[config.mk]
export PLATFORM = sky130hd
export DESIGN_NAME = cfg_regs_top
export DESIGN_NICKNAME = d
export VERILOG_FILES = /design/src/logic/cfg_pkg.sv /design/src/logic/cfg_addr_decode.sv /design/src/logic/cfg_ctrl_regs.sv /design/src/logic/cfg_perf_counters.sv /design/src/logic/cfg_shadow_regs.sv /design/src/logic/cfg_read_mux.sv /design/src/logic/cfg_regs_top.sv
export VERILOG_INCLUDE_DIRS = /design/src /design/src/logic
export SDC_FILE = /design/constraint.sdc
export NUM_CORES = 1
export LEC_CHECK = 0
export BUFFER_PORTS_ARGS = -buffer_cell sky130_fd_sc_hd__buf_2
export CORE_MARGIN = 5
export CORE_UTILIZATION = 46
export CTS_BUF_LIST = sky130_fd_sc_hd__clkbuf_4 sky130_fd_sc_hd__clkbuf_8
export CTS_CLUSTER_DIAMETER = 50
export DETAILED_ROUTE_END_ITERATION = 8
export GPL_TIMING_DRIVEN = 0
export PLACE_DENSITY = 0.7
export SYNTH_ARGS = -nofsm -noshare
export SYNTH_HDL_FRONTEND = slang
export SYNTH_SLANG_ARGS = --single-unit
[constraint.sdc]
create_clock -name i_clk -period 2.2 [get_ports i_clk]
set_clock_uncertainty 0.2 [all_clocks]
set_input_delay 0.22 -clock i_clk [delete_from_list [all_inputs] [get_ports i_clk]]
set_output_delay 0.22 -clock i_clk [all_outputs]
set_load 0.005 [all_outputs]
[src/logic/cfg_params.svh]
`ifndef CFG_PARAMS_SVH
`define CFG_PARAMS_SVH

// Host bus widths
`define CFG_IF_W         32
`define CFG_ADR_W        32

// Block select, address bits above 11 must match the base
`define CFG_BLK_MASK     32'hFFFF_F000
`define CFG_BLK_BASE     32'h4000_0000

// Regions in address bits 11:8
`define CFG_REGION_CTRL  4'h0
`define CFG_REGION_CON   4'h1
`define CFG_SUB_W        8        // Sub-address, word index in 7:2

// Control region sub-addresses
`define CFG_ADDR_CTRL    8'h00
`define CFG_ADDR_GIEN    8'h04
`define CFG_ADDR_IEN     8'h08
`define CFG_ADDR_ISTAT   8'h0C
`define CFG_ADDR_STATUS  8'h10
`define CFG_ADDR_CYCLES  8'h14
`define CFG_ADDR_STALLS  8'h18

// Configuration fields
`define CFG_CON_WORDS    3        // 69 bits packed over three words
`define CFG_IDX_W        15
`define CFG_TH_W         2
`define CFG_RES_MASK_W   12
`define CFG_APPR_MASK_W  8
`define CFG_STAT_CODE_W  5
`define CFG_SRAM_N       3        // Double-buffered SRAM groups A, B, C

// Control word bit positions
`define CFG_BIT_START    0
`define CFG_BIT_DONE     1
`define CFG_BIT_IDLE     2
`define CFG_BIT_READY    3
`define CFG_BIT_MEMSW    16
`define CFG_BIT_KEEP_A   17       // Keep A, B, C in 17..19
`define CFG_BIT_SRST     23

`define CFG_CTRL_TAG     8'hAC
`define CFG_BAD_ADDR     32'h2BADADD2

`endif

[src/logic/cfg_pkg.sv]
package cfg_pkg;

    // Decoded register select
    typedef enum logic [3:0] {
        SEL_NONE,
        SEL_CTRL,
        SEL_GIEN,
        SEL_IEN,
        SEL_ISTAT,
        SEL_STATUS,
        SEL_CYCLES,
        SEL_STALLS,
        SEL_CON
    } reg_sel_e;

    // Stimulus table operations
    typedef enum logic [2:0] {
        OP_WRITE,
        OP_READ,
        OP_DONE_LEVEL,      // Drive the engine done level
        OP_STALL,           // Drop pipeline / pop enables
        OP_IDLE
    } host_op_e;

endpackage

[src/logic/cfg_addr_decode.sv]
`timescale 1ns/100ps
`include "cfg_params.svh"

module cfg_addr_decode import cfg_pkg::*; (
    input  logic [`CFG_ADR_W-1:0] i_address,
    input  logic                  i_wren,
    input  logic                  i_rden,
    output logic                  o_wr_en,
    output logic                  o_rd_en,
    output reg_sel_e              o_sel,
    output logic [1:0]            o_con_idx
);

    logic                  in_blk;      // Address inside this block
    logic [3:0]            region;
    logic [`CFG_SUB_W-1:0] sub;

    assign in_blk    = (i_address & `CFG_BLK_MASK) == `CFG_BLK_BASE;
    assign region    = i_address[`CFG_SUB_W+3:`CFG_SUB_W];
    assign sub       = i_address[`CFG_SUB_W-1:0];
    assign o_con_idx = sub[3:2];         // Upper index bits checked below

    always_comb begin
        o_sel = SEL_NONE;
        if (in_blk && region == `CFG_REGION_CTRL) begin
            case (sub)
                `CFG_ADDR_CTRL:   o_sel = SEL_CTRL;
                `CFG_ADDR_GIEN:   o_sel = SEL_GIEN;
                `CFG_ADDR_IEN:    o_sel = SEL_IEN;
                `CFG_ADDR_ISTAT:  o_sel = SEL_ISTAT;
                `CFG_ADDR_STATUS: o_sel = SEL_STATUS;
                `CFG_ADDR_CYCLES: o_sel = SEL_CYCLES;
                `CFG_ADDR_STALLS: o_sel = SEL_STALLS;
                default:          o_sel = SEL_NONE;
            endcase
        end else if (in_blk && region == `CFG_REGION_CON && sub[1:0] == 2'b00
                     && sub[7:2] < `CFG_CON_WORDS) begin
            o_sel = SEL_CON;
        end
    end

    assign o_wr_en = i_wren && (o_sel != SEL_NONE);   // Unmapped writes dropped
    assign o_rd_en = i_rden;                          // Unmapped reads answer bad-address

endmodule

[src/logic/cfg_ctrl_regs.sv]
`timescale 1ns/100ps
`include "cfg_params.svh"

module cfg_ctrl_regs import cfg_pkg::*; (
    input  logic                        i_clk,
    input  logic                        i_rstn,
    input  logic                        i_wr_en,
    input  reg_sel_e                    i_sel,
    input  logic [`CFG_IF_W-1:0]        i_wdata,
    input  logic [`CFG_IF_W-1:0]        i_wmask,
    input  logic                        i_done,           // Engine done level
    input  logic                        i_act_deadlock,
    input  logic                        i_wei_deadlock,
    input  logic                        i_feed_deadlock,
    input  logic [`CFG_STAT_CODE_W-1:0] i_ctx_status,
    input  logic [`CFG_STAT_CODE_W-1:0] i_feed_status,
    input  logic [`CFG_STAT_CODE_W-1:0] i_out_status,
    output logic                        o_start,
    output logic                        o_soft_reset,
    output logic [`CFG_SRAM_N-1:0]      o_sram_select,    // Bit 0 is group A
    output logic                        o_doneintr,
    output logic                        o_start_acc,
    output logic                        o_run_end,
    output logic [`CFG_IF_W-1:0]        o_ctrl_word,
    output logic [`CFG_IF_W-1:0]        o_gien_word,
    output logic [`CFG_IF_W-1:0]        o_ien_word,
    output logic [`CFG_IF_W-1:0]        o_istat_word,
    output logic [`CFG_IF_W-1:0]        o_status_word
);

    localparam int STAT_BITS = 3 + 3 * `CFG_STAT_CODE_W;

    logic start_q, start_prv_q;          // Self-clearing start and its delay
    logic memsw_q, memsw_prv_q;
    logic srst_q, srst_prv_q;
    logic done_q, idle_q, ready_q;
    logic gien_q, ien_q, istat_q;
    logic [`CFG_SRAM_N-1:0] keep_q;
    logic [`CFG_SRAM_N-1:0] keep_msk;
    logic wr_ctrl, wr_gien, wr_ien, wr_istat;
    logic memsw_edge;

    assign wr_ctrl  = i_wr_en && (i_sel == SEL_CTRL);
    assign wr_gien  = i_wr_en && (i_sel == SEL_GIEN);
    assign wr_ien   = i_wr_en && (i_sel == SEL_IEN);
    assign wr_istat = i_wr_en && (i_sel == SEL_ISTAT);
    assign keep_msk = i_wmask[`CFG_BIT_KEEP_A +: `CFG_SRAM_N];

    // *************************************************************************
    // Register file
    // *************************************************************************
    always_ff @(posedge i_clk or negedge i_rstn) begin
        if (!i_rstn) begin
            start_q       <= 1'b0;
            start_prv_q   <= 1'b0;
            memsw_q       <= 1'b0;
            memsw_prv_q   <= 1'b0;
            srst_q        <= 1'b0;
            srst_prv_q    <= 1'b0;
            done_q        <= 1'b0;
            idle_q        <= 1'b1;            // Engine idle out of reset
            ready_q       <= 1'b1;
            gien_q        <= 1'b0;
            ien_q         <= 1'b0;
            istat_q       <= 1'b0;
            keep_q        <= '0;
            o_sram_select <= '0;
            o_status_word <= '0;
        end else begin
            // Pulse bits drop back unless written again
            start_q     <= wr_ctrl & i_wmask[`CFG_BIT_START] & i_wdata[`CFG_BIT_START];
            memsw_q     <= wr_ctrl & i_wmask[`CFG_BIT_MEMSW] & i_wdata[`CFG_BIT_MEMSW];
            srst_q      <= wr_ctrl & i_wmask[`CFG_BIT_SRST] & i_wdata[`CFG_BIT_SRST];
            start_prv_q <= start_q;
            memsw_prv_q <= memsw_q;
            srst_prv_q  <= srst_q;
            idle_q      <= i_done;             // Idle and ready mirror done
            ready_q     <= i_done;
            if (wr_ctrl)
                keep_q <= (keep_q & ~keep_msk)
                          | (i_wdata[`CFG_BIT_KEEP_A +: `CFG_SRAM_N] & keep_msk);
            if (wr_gien && i_wmask[0]) gien_q <= i_wdata[0];
            if (wr_ien && i_wmask[0])  ien_q  <= i_wdata[0];
            // Set from the engine wins over a clear-on-write-one
            if (o_run_end)
                done_q <= 1'b1;
            else if (wr_ctrl && i_wmask[`CFG_BIT_DONE] && i_wdata[`CFG_BIT_DONE])
                done_q <= 1'b0;
            if (o_run_end)
                istat_q <= 1'b1;
            else if (wr_istat && i_wmask[0] && i_wdata[0])
                istat_q <= 1'b0;
            // Toggle unkept groups on accepted start or switch
            if (o_start_acc || memsw_edge)
                o_sram_select <= o_sram_select ^ ~keep_q;
            o_status_word <= {{(`CFG_IF_W-STAT_BITS){1'b0}}, i_out_status, i_feed_status,
                              i_ctx_status, i_feed_deadlock, i_wei_deadlock, i_act_deadlock};
        end
    end

    // Edge detects
    assign o_start      = start_q & ~start_prv_q;
    assign o_start_acc  = o_start & ready_q;        // Engine must be ready
    assign memsw_edge   = memsw_q & ~memsw_prv_q;
    assign o_soft_reset = srst_q & ~srst_prv_q;
    assign o_run_end    = i_done & ~idle_q;         // First edge with done high
    assign o_doneintr   = istat_q & gien_q & ien_q;

    // *************************************************************************
    // Read words
    // *************************************************************************
    always_comb begin
        o_ctrl_word = '0;
        o_ctrl_word[`CFG_BIT_START] = start_q;
        o_ctrl_word[`CFG_BIT_DONE]  = done_q;
        o_ctrl_word[`CFG_BIT_IDLE]  = idle_q;
        o_ctrl_word[`CFG_BIT_READY] = ready_q;
        o_ctrl_word[`CFG_BIT_MEMSW] = memsw_q;
        o_ctrl_word[`CFG_BIT_KEEP_A +: `CFG_SRAM_N] = keep_q;
        o_ctrl_word[`CFG_BIT_SRST]  = srst_q;
        o_ctrl_word[`CFG_IF_W-1 -: 8] = `CFG_CTRL_TAG;
    end

    assign o_gien_word  = {{(`CFG_IF_W-1){1'b0}}, gien_q};
    assign o_ien_word   = {{(`CFG_IF_W-1){1'b0}}, ien_q};
    assign o_istat_word = {{(`CFG_IF_W-1){1'b0}}, istat_q};

endmodule

[src/logic/cfg_perf_counters.sv]
`timescale 1ns/100ps
`include "cfg_params.svh"

module cfg_perf_counters (
    input  logic                 i_clk,
    input  logic                 i_rstn,
    input  logic                 i_start_acc,     // Clears and arms both counters
    input  logic                 i_run_end,       // Stops counting, values hold
    input  logic                 i_pipeline_en,
    input  logic                 i_pop_en,
    output logic [`CFG_IF_W-1:0] o_cycles,
    output logic [`CFG_IF_W-1:0] o_stalls
);

    localparam logic [`CFG_IF_W-1:0] CNT_ONE = 1;

    logic cnt_en_q;                      // Run in progress

    always_ff @(posedge i_clk or negedge i_rstn) begin
        if (!i_rstn) begin
            cnt_en_q <= 1'b0;
            o_cycles <= '0;
            o_stalls <= '0;
        end else if (i_start_acc) begin
            cnt_en_q <= 1'b1;
            o_cycles <= '0;
            o_stalls <= '0;
        end else begin
            if (i_run_end)
                cnt_en_q <= 1'b0;
            if (cnt_en_q) begin
                o_cycles <= o_cycles + CNT_ONE;
                // Hard stall on pipeline, soft stall on pop
                if (!i_pipeline_en || !i_pop_en)
                    o_stalls <= o_stalls + CNT_ONE;
            end
        end
    end

endmodule

[src/logic/cfg_shadow_regs.sv]
`timescale 1ns/100ps
`include "cfg_params.svh"

module cfg_shadow_regs import cfg_pkg::*; (
    input  logic                        i_clk,
    input  logic                        i_rstn,
    input  logic                        i_wr_en,
    input  reg_sel_e                    i_sel,
    input  logic [1:0]                  i_con_idx,
    input  logic [`CFG_IF_W-1:0]        i_wdata,
    input  logic [`CFG_IF_W-1:0]        i_wmask,
    input  logic                        i_start_acc,      // Shadow copy strobe
    output logic [`CFG_IF_W-1:0]        o_con_rdword,     // Staging word for reads
    output logic [`CFG_IDX_W-1:0]       o_incntlim,
    output logic [`CFG_IDX_W-1:0]       o_act_reps,
    output logic [`CFG_IDX_W-1:0]       o_wei_reps,
    output logic [`CFG_TH_W-1:0]        o_thres,
    output logic [`CFG_RES_MASK_W-1:0]  o_mult_res_mask,
    output logic [`CFG_APPR_MASK_W-1:0] o_mult_appr_mask,
    output logic                        o_sram_deepsleep,
    output logic                        o_sram_powergate
);

    // Field offsets, packed from bit 0 across the three words
    localparam int CON_W    = `CFG_CON_WORDS * `CFG_IF_W;
    localparam int OFS_TH   = 3 * `CFG_IDX_W;
    localparam int OFS_RES  = OFS_TH + `CFG_TH_W;
    localparam int OFS_APPR = OFS_RES + `CFG_RES_MASK_W;
    localparam int OFS_DS   = OFS_APPR + `CFG_APPR_MASK_W;

    logic [`CFG_IF_W-1:0] stage_q  [`CFG_CON_WORDS];   // Host-visible
    logic [`CFG_IF_W-1:0] shadow_q [`CFG_CON_WORDS];   // Seen by the engine
    logic [CON_W-1:0]     flat;

    always_ff @(posedge i_clk or negedge i_rstn) begin
        if (!i_rstn) begin
            for (int w = 0; w < `CFG_CON_WORDS; w++) begin
                stage_q[w]  <= '0;
                shadow_q[w] <= '0;
            end
        end else begin
            for (int w = 0; w < `CFG_CON_WORDS; w++) begin
                if (i_wr_en && i_sel == SEL_CON && i_con_idx == 2'(w))
                    stage_q[w] <= (stage_q[w] & ~i_wmask) | (i_wdata & i_wmask);
                if (i_start_acc)
                    shadow_q[w] <= stage_q[w];   // Old staging value on a same-edge write
            end
        end
    end

    always_comb begin
        o_con_rdword = '0;
        for (int w = 0; w < `CFG_CON_WORDS; w++) begin
            if (i_con_idx == 2'(w)) o_con_rdword = stage_q[w];
            flat[w*`CFG_IF_W +: `CFG_IF_W] = shadow_q[w];
        end
    end

    // Unpack
    assign o_incntlim       = flat[0 +: `CFG_IDX_W];
    assign o_act_reps       = flat[`CFG_IDX_W +: `CFG_IDX_W];
    assign o_wei_reps       = flat[2*`CFG_IDX_W +: `CFG_IDX_W];
    assign o_thres          = flat[OFS_TH +: `CFG_TH_W];
    assign o_mult_res_mask  = flat[OFS_RES +: `CFG_RES_MASK_W];
    assign o_mult_appr_mask = flat[OFS_APPR +: `CFG_APPR_MASK_W];
    assign o_sram_deepsleep = flat[OFS_DS];
    assign o_sram_powergate = flat[OFS_DS+1];

endmodule

[src/logic/cfg_read_mux.sv]
`timescale 1ns/100ps
`include "cfg_params.svh"

module cfg_read_mux import cfg_pkg::*; (
    input  logic                 i_clk,
    input  logic                 i_rstn,
    input  logic                 i_rd_en,
    input  reg_sel_e             i_sel,
    input  logic [`CFG_IF_W-1:0] i_ctrl_word,
    input  logic [`CFG_IF_W-1:0] i_gien_word,
    input  logic [`CFG_IF_W-1:0] i_ien_word,
    input  logic [`CFG_IF_W-1:0] i_istat_word,
    input  logic [`CFG_IF_W-1:0] i_status_word,
    input  logic [`CFG_IF_W-1:0] i_cycles,
    input  logic [`CFG_IF_W-1:0] i_stalls,
    input  logic [`CFG_IF_W-1:0] i_con_word,
    output logic [`CFG_IF_W-1:0] o_rdata        // Held between reads
);

    logic [`CFG_IF_W-1:0] rd_word;

    always_comb begin
        case (i_sel)
            SEL_CTRL:   rd_word = i_ctrl_word;
            SEL_GIEN:   rd_word = i_gien_word;
            SEL_IEN:    rd_word = i_ien_word;
            SEL_ISTAT:  rd_word = i_istat_word;
            SEL_STATUS: rd_word = i_status_word;
            SEL_CYCLES: rd_word = i_cycles;
            SEL_STALLS: rd_word = i_stalls;
            SEL_CON:    rd_word = i_con_word;
            default:    rd_word = `CFG_BAD_ADDR;   // Unmapped or out of block
        endcase
    end

    always_ff @(posedge i_clk or negedge i_rstn) begin
        if (!i_rstn)
            o_rdata <= '0;
        else if (i_rd_en)
            o_rdata <= rd_word;
    end

    // Every register word feeding the mux is defined once out of reset
    a_rdata_known: assert property (@(posedge i_clk) disable iff (!i_rstn)
        !$isunknown(o_rdata));

endmodule

[src/logic/cfg_regs_top.sv]
`timescale 1ns/100ps
`include "cfg_params.svh"

module cfg_regs_top import cfg_pkg::*; (
    input  logic                        i_clk,
    input  logic                        i_rstn,
    // Host side
    input  logic [`CFG_ADR_W-1:0]       i_address,
    input  logic                        i_wren,
    input  logic                        i_rden,
    input  logic [`CFG_IF_W-1:0]        i_wdata,
    input  logic [`CFG_IF_W-1:0]        i_wmask,
    output logic [`CFG_IF_W-1:0]        o_rdata,
    // Engine status
    input  logic                        i_done,
    input  logic                        i_act_deadlock,
    input  logic                        i_wei_deadlock,
    input  logic                        i_feed_deadlock,
    input  logic [`CFG_STAT_CODE_W-1:0] i_ctx_status,
    input  logic [`CFG_STAT_CODE_W-1:0] i_feed_status,
    input  logic [`CFG_STAT_CODE_W-1:0] i_out_status,
    input  logic                        i_pipeline_en,
    input  logic                        i_pop_en,
    // Engine control
    output logic                        o_start,
    output logic                        o_soft_reset,
    output logic                        o_doneintr,
    output logic [`CFG_SRAM_N-1:0]      o_sram_select,
    output logic                        o_sram_deepsleep,
    output logic                        o_sram_powergate,
    output logic [`CFG_IDX_W-1:0]       o_incntlim,
    output logic [`CFG_IDX_W-1:0]       o_act_reps,
    output logic [`CFG_IDX_W-1:0]       o_wei_reps,
    output logic [`CFG_TH_W-1:0]        o_thres,
    output logic [`CFG_RES_MASK_W-1:0]  o_mult_res_mask,
    output logic [`CFG_APPR_MASK_W-1:0] o_mult_appr_mask
);

    logic                 wr_en, rd_en;
    reg_sel_e             sel;
    logic [1:0]           con_idx;
    logic                 start_acc, run_end;        // Run boundaries
    logic [`CFG_IF_W-1:0] ctrl_word, gien_word, ien_word, istat_word;
    logic [`CFG_IF_W-1:0] status_word, cycles, stalls, con_word;

    cfg_addr_decode u_decode (
        .i_address(i_address), .i_wren(i_wren), .i_rden(i_rden),
        .o_wr_en(wr_en), .o_rd_en(rd_en), .o_sel(sel), .o_con_idx(con_idx));

    cfg_ctrl_regs u_ctrl (
        .i_clk(i_clk), .i_rstn(i_rstn), .i_wr_en(wr_en), .i_sel(sel),
        .i_wdata(i_wdata), .i_wmask(i_wmask), .i_done(i_done),
        .i_act_deadlock(i_act_deadlock), .i_wei_deadlock(i_wei_deadlock),
        .i_feed_deadlock(i_feed_deadlock), .i_ctx_status(i_ctx_status),
        .i_feed_status(i_feed_status), .i_out_status(i_out_status),
        .o_start(o_start), .o_soft_reset(o_soft_reset), .o_sram_select(o_sram_select),
        .o_doneintr(o_doneintr), .o_start_acc(start_acc), .o_run_end(run_end),
        .o_ctrl_word(ctrl_word), .o_gien_word(gien_word), .o_ien_word(ien_word),
        .o_istat_word(istat_word), .o_status_word(status_word));

    cfg_perf_counters u_counters (
        .i_clk(i_clk), .i_rstn(i_rstn), .i_start_acc(start_acc), .i_run_end(run_end),
        .i_pipeline_en(i_pipeline_en), .i_pop_en(i_pop_en),
        .o_cycles(cycles), .o_stalls(stalls));

    cfg_shadow_regs u_shadow (
        .i_clk(i_clk), .i_rstn(i_rstn), .i_wr_en(wr_en), .i_sel(sel),
        .i_con_idx(con_idx), .i_wdata(i_wdata), .i_wmask(i_wmask),
        .i_start_acc(start_acc), .o_con_rdword(con_word),
        .o_incntlim(o_incntlim), .o_act_reps(o_act_reps), .o_wei_reps(o_wei_reps),
        .o_thres(o_thres), .o_mult_res_mask(o_mult_res_mask),
        .o_mult_appr_mask(o_mult_appr_mask), .o_sram_deepsleep(o_sram_deepsleep),
        .o_sram_powergate(o_sram_powergate));

    cfg_read_mux u_rdmux (
        .i_clk(i_clk), .i_rstn(i_rstn), .i_rd_en(rd_en), .i_sel(sel),
        .i_ctrl_word(ctrl_word), .i_gien_word(gien_word), .i_ien_word(ien_word),
        .i_istat_word(istat_word), .i_status_word(status_word), .i_cycles(cycles),
        .i_stalls(stalls), .i_con_word(con_word), .o_rdata(o_rdata));

endmodule

# Word level (Yosys, flattened, before mapping)
# Index checks and enable logic that the tools add are counted.
# word_totals
register_bits	297
output_inout_bits	107
# op_classes
addsub	2
order_cmp	1
eq_ne	18
muxes	18
bitwise	31
n_reduce_logical	34
# op_table
cell	n
32-bit 2-to-1 mux	8
32-bit one-hot mux with 8 select lines	1
32-bit AND	4
32-bit OR	3
32-bit by 1-bit adder with 32-bit output, second input constant	2
32-bit NOT	1
8-bit by 5-bit equality test with 1-bit output, second input constant	3
3-bit one-hot mux with 7 select lines	1
20-bit by 19-bit equality test with 1-bit output, second input constant	1
1-bit logical AND	19
4-bit by 3-bit equality test with 1-bit output, second input constant	4
8-bit by 4-bit equality test with 1-bit output, second input constant	2
1-bit AND	13
2-bit nonzero test	5
4-bit by 1-bit equality test with 1-bit output, second input constant	2
4-bit by 2-bit equality test with 1-bit output, second input constant	2
8-bit by 3-bit equality test with 1-bit output, second input constant	1
8-bit zero test	1
4-bit 2-to-1 mux	2
3-bit AND	2
6-bit by 2-bit < comparator with 1-bit output, second input constant	1
1-bit 2-to-1 mux	6
3-bit NOT	2
4-bit equality test, second input constant	1
other kinds (11)	17

# Logic depth before layout (Yosys ltp)
# logic_depth
word_depth	13
depth_mapped	8

# Modules after synthesis
# Synthesis repeated with hierarchy kept, for this count alone.
# hier_totals
cells_unflattened	1596
area_unflattened_um2	17060.1
# modules_own_cells
mod	n_inst	cells_each	area_each_um2
cfg_shadow_regs	1	602	7718.7
cfg_read_mux	1	396	3530.9
cfg_perf_counters	1	354	3350.7
cfg_ctrl_regs	1	214	2202.1
cfg_addr_decode	1	30	257.7

# Least setup slack after synthesis
# Ideal clock, no wire load.
# synth_path
path_type	in2reg
start	input port i_address[14]
end	register with a tool-made name
t_arrival_ns	1.950
required_ns	1.873
setup_slack_ns	-0.077
cell_stages	6
n_path_buf	1
path_cell_list	nor4_1 -> nand4_1 -> nor4_4 -> buf_6 -> or3b_1 -> mux2_1
# synth_rtl
element	line_no	source
start: declaration	cfg_regs_top.sv:8	input logic [`CFG_ADR_W-1:0] i_address,

==> results.sh <==
export IMPL_drt_iter0_drc=1227
export IMPL_portBuffers=226
export IMPL_clkSlewWorstSetupHoldPaths_ns=0.06
export IMPL_netlist_area_leader_share=0.530
export IMPL_synth_top_cells_by_count="302 x nand2_1, 296 x dfrtp_1, 138 x nor2_1"
export IMPL_synth_edf_count=0
export IMPL_pwr_density_cell_nw_per_um2=639
export IMPL_grt_overflow=0
export IMPL_ys_ff_latch=297
export IMPL_synth_top_area_cell="dfrtp_1"
export IMPL_synthCells=1401
export IMPL_layout_nets=1909
export IMPL_cts_tree="built"
export IMPL_postSynthAreaPerCell_sq_um=9.98
export IMPL_fin_crit_sh=0.985
export IMPL_grt_pass1_wl_um=73100
export IMPL_max_stage_delay_ns=0.58
export IMPL_synth_fp_nets=1524
export IMPL_clk_latency_ns=0.60
export IMPL_netlist_cell_type_count=55
export IMPL_dpl_hpwl_um=34200
export IMPL_dieArea_sq_um=34000
export IMPL_netlist_top_cells_area="dfrtp_1 53%, nand2_1 8.1%, mux2_1 6.5%"
export IMPL_worst_slack_ns=0.0322
export IMPL_grt_max_degree=113
export IMPL_rsz0062_at_grt="true"
export IMPL_drive_gt1_frac=0.232
export IMPL_dp_slack_ns=-1.24
export IMPL_path_max_fanout=10
export IMPL_design_area_sq_um=18100
export IMPL_antenna_left=0
export IMPL_tightest_slew_ns=0.814
export IMPL_wl_per_cell_um=21.5
export IMPL_path_delay_family="flip-flops"
export IMPL_cts_root_buffer="clkbuf_8"
export IMPL_place_congestion=0.915
export IMPL_dieWidth_um=184
export IMPL_hold_viol=0
export IMPL_final_setup_viol_count=0
export IMPL_firstDrtPassIters=6
export IMPL_fmax_mhz=461
export IMPL_grt_pass1_vias=12700
export IMPL_synth_most_common_cell="nand2_1"
export IMPL_cts_buffers=50
export IMPL_yosysWarningCount=0
export IMPL_floorplan_initialDensity=0.469
export IMPL_maxCapViolations=0
export IMPL_htreeDepth=2
export IMPL_worst_ir_drop_vdd_uv=467
export IMPL_syn_to_final_growth_pct=29.1
export IMPL_critPathKind="reg2reg"
export IMPL_async_flop_share=1.00
export IMPL_vias_per_cell=5.75
export IMPL_path_cells="and3b_1, clkbuf_8, o211ai_1, clkbuf_8, o31a_1, o21a_1"
export IMPL_io_pins=228
export IMPL_power_leakage_nw=8.82
export IMPL_clock_sinks=297
export IMPL_antenna_found_initial=6
export IMPL_yosysSeqAreaShare=0.531
export IMPL_netlist_area_sq_um=14000
export IMPL_core_sq_um=29800
export IMPL_clk_path_buf_depth=3
export IMPL_outcome="complete, no violations"
export IMPL_die_h_um=184
export IMPL_wirelength_um=47700
export IMPL_critPathBufInv=2
export IMPL_grt_usage=0.278
export IMPL_cp_required_ns=2.47
export IMPL_synth_flop_cell="dfrtp_1"
export IMPL_post_route_min_period_ns=2.17
export IMPL_startpoint_type="flop"
export IMPL_cp_data_arrival_time_ns=2.44
export IMPL_rows=63
export IMPL_slew_violations=0
export IMPL_final_fill_count=2565
export IMPL_place_area_sq_um=15700
export IMPL_timing_hold_ws_ns=0.0172
export IMPL_min_path_type="in2reg"
export IMPL_critPathSlowestCell="dfstp_2"
export IMPL_end_kind="flop"
export IMPL_via_count=12800
export IMPL_slew_headroom=0.457
export IMPL_drc=0
export IMPL_crit_top_cell="clkbuf_8"
## layer usage
layer / part of all wire / track usage / routed length (um)
met1: 0.40 / 0.383 / 19300
met2: 0.46 / 0.432 / 22100
met3: 0.091 / 0.0560 / 4350
met4: 0.042 / 0.115 / 2000
met5: 0.00027 / 0 / 13
## worst min-delay path: cells and delay by family
family	cells	cell delay, ns
buf+inv	1	0.08
mux	1	0.15
simple gates	4	0.32
## through the flow
stage	utilization	cells	TNS, ns	power, mW
2_1_floorplan	-	1401	-1.73	5.75
3_3_place_gp	0.525	2017	-1623.94	6.11
3_5_place_dp	0.528	2019	-164.32	6.13
4_1_cts	0.602	2211	0	11.6
5_1_grt	0.606	2221	-0.168	11.9
6_report	0.606	2221	0	11.5
## cells by family after synthesis
group | after synthesis | share of synthesized area
multiplexers | 136 | 0.106
flip-flops | 297 | 0.531
AO/OA/AOI/OAI | 147 | 0.0700
buffers and inverters | 103 | 0.0298
XOR/XNOR | 55 | 0.0344
AND/OR/NAND/NOR | 661 | 0.226
adder cells (fa/ha/maj) | 2 | 0.00179
## placed cells by master (no fill, tap or decap), types with 14 or more instances in the layout
cell	count
xor2_1	19
xnor2_1	36
a31oi_1	18
nand2_1	302
nor2b_1	17
o21ai_0	43
dfrtp_1	292
nor2_1	138
mux2i_1	35
a21oi_1	28
nand3_1	29
nor3_1	14
dlygate4sd3_1	92
clkbuf_8	64
buf_2	233
mux2_1	81
or3b_1	32
inv_1	14
nand4_1	54
clkbuf_1	38
buf_4	20
clkbuf_2	16
clkbuf_4	27
mux2_2	20
## power by group
group,switching (mW),internal (mW)
Combinational,0.419,0.257
Clock,2.31,3.06
Sequential,0.0114,5.48
## final timing paths
path                                start                            to  slack, ns  cells after the start
max                         u_ctrl.idle_q       u_counters.o_stalls[30]       0.03                      6
min                          i_address[6]                          flop       0.02                      6
max reg2reg                 u_ctrl.idle_q       u_counters.o_stalls[30]       0.03                      6
min reg2reg                u_ctrl.memsw_q            u_ctrl.memsw_prv_q       0.22                      0
max in group asynchronous          i_rstn  u_shadow.o_mult_appr_mask[1]       0.75                      3
min in group asynchronous          i_rstn      u_ctrl.o_status_word[11]       0.06                      2
## cell type report
cell class	count	area [sq um]	area share
Sequential cell	297	7440	0.412
Multi-Input combinational cell	1001	6290	0.349
Timing Repair Buffer	336	2240	0.124
Clock buffer	85	1030	0.0568
Tap cell	390	488	0.0270
Buffer	86	425	0.0236
Clock inverter	8	85.1	0.00471
Inverter	14	52.6	0.00291
Antenna cell	4	10.0	0.000554
## timing repair
| action | in CTS | in global routing |
|---|---|---|
| pin swaps | 7 | 5 |
| hold endpoints to repair | 221 | 2 |
| endpoints found under the setup margin | 223 | 61 |
| resized for setup | 46 | 24 |
| hold buffers | 91 | 1 |
| setup buffers | 9 | 7 |
(Power assumes the default switching activity.)
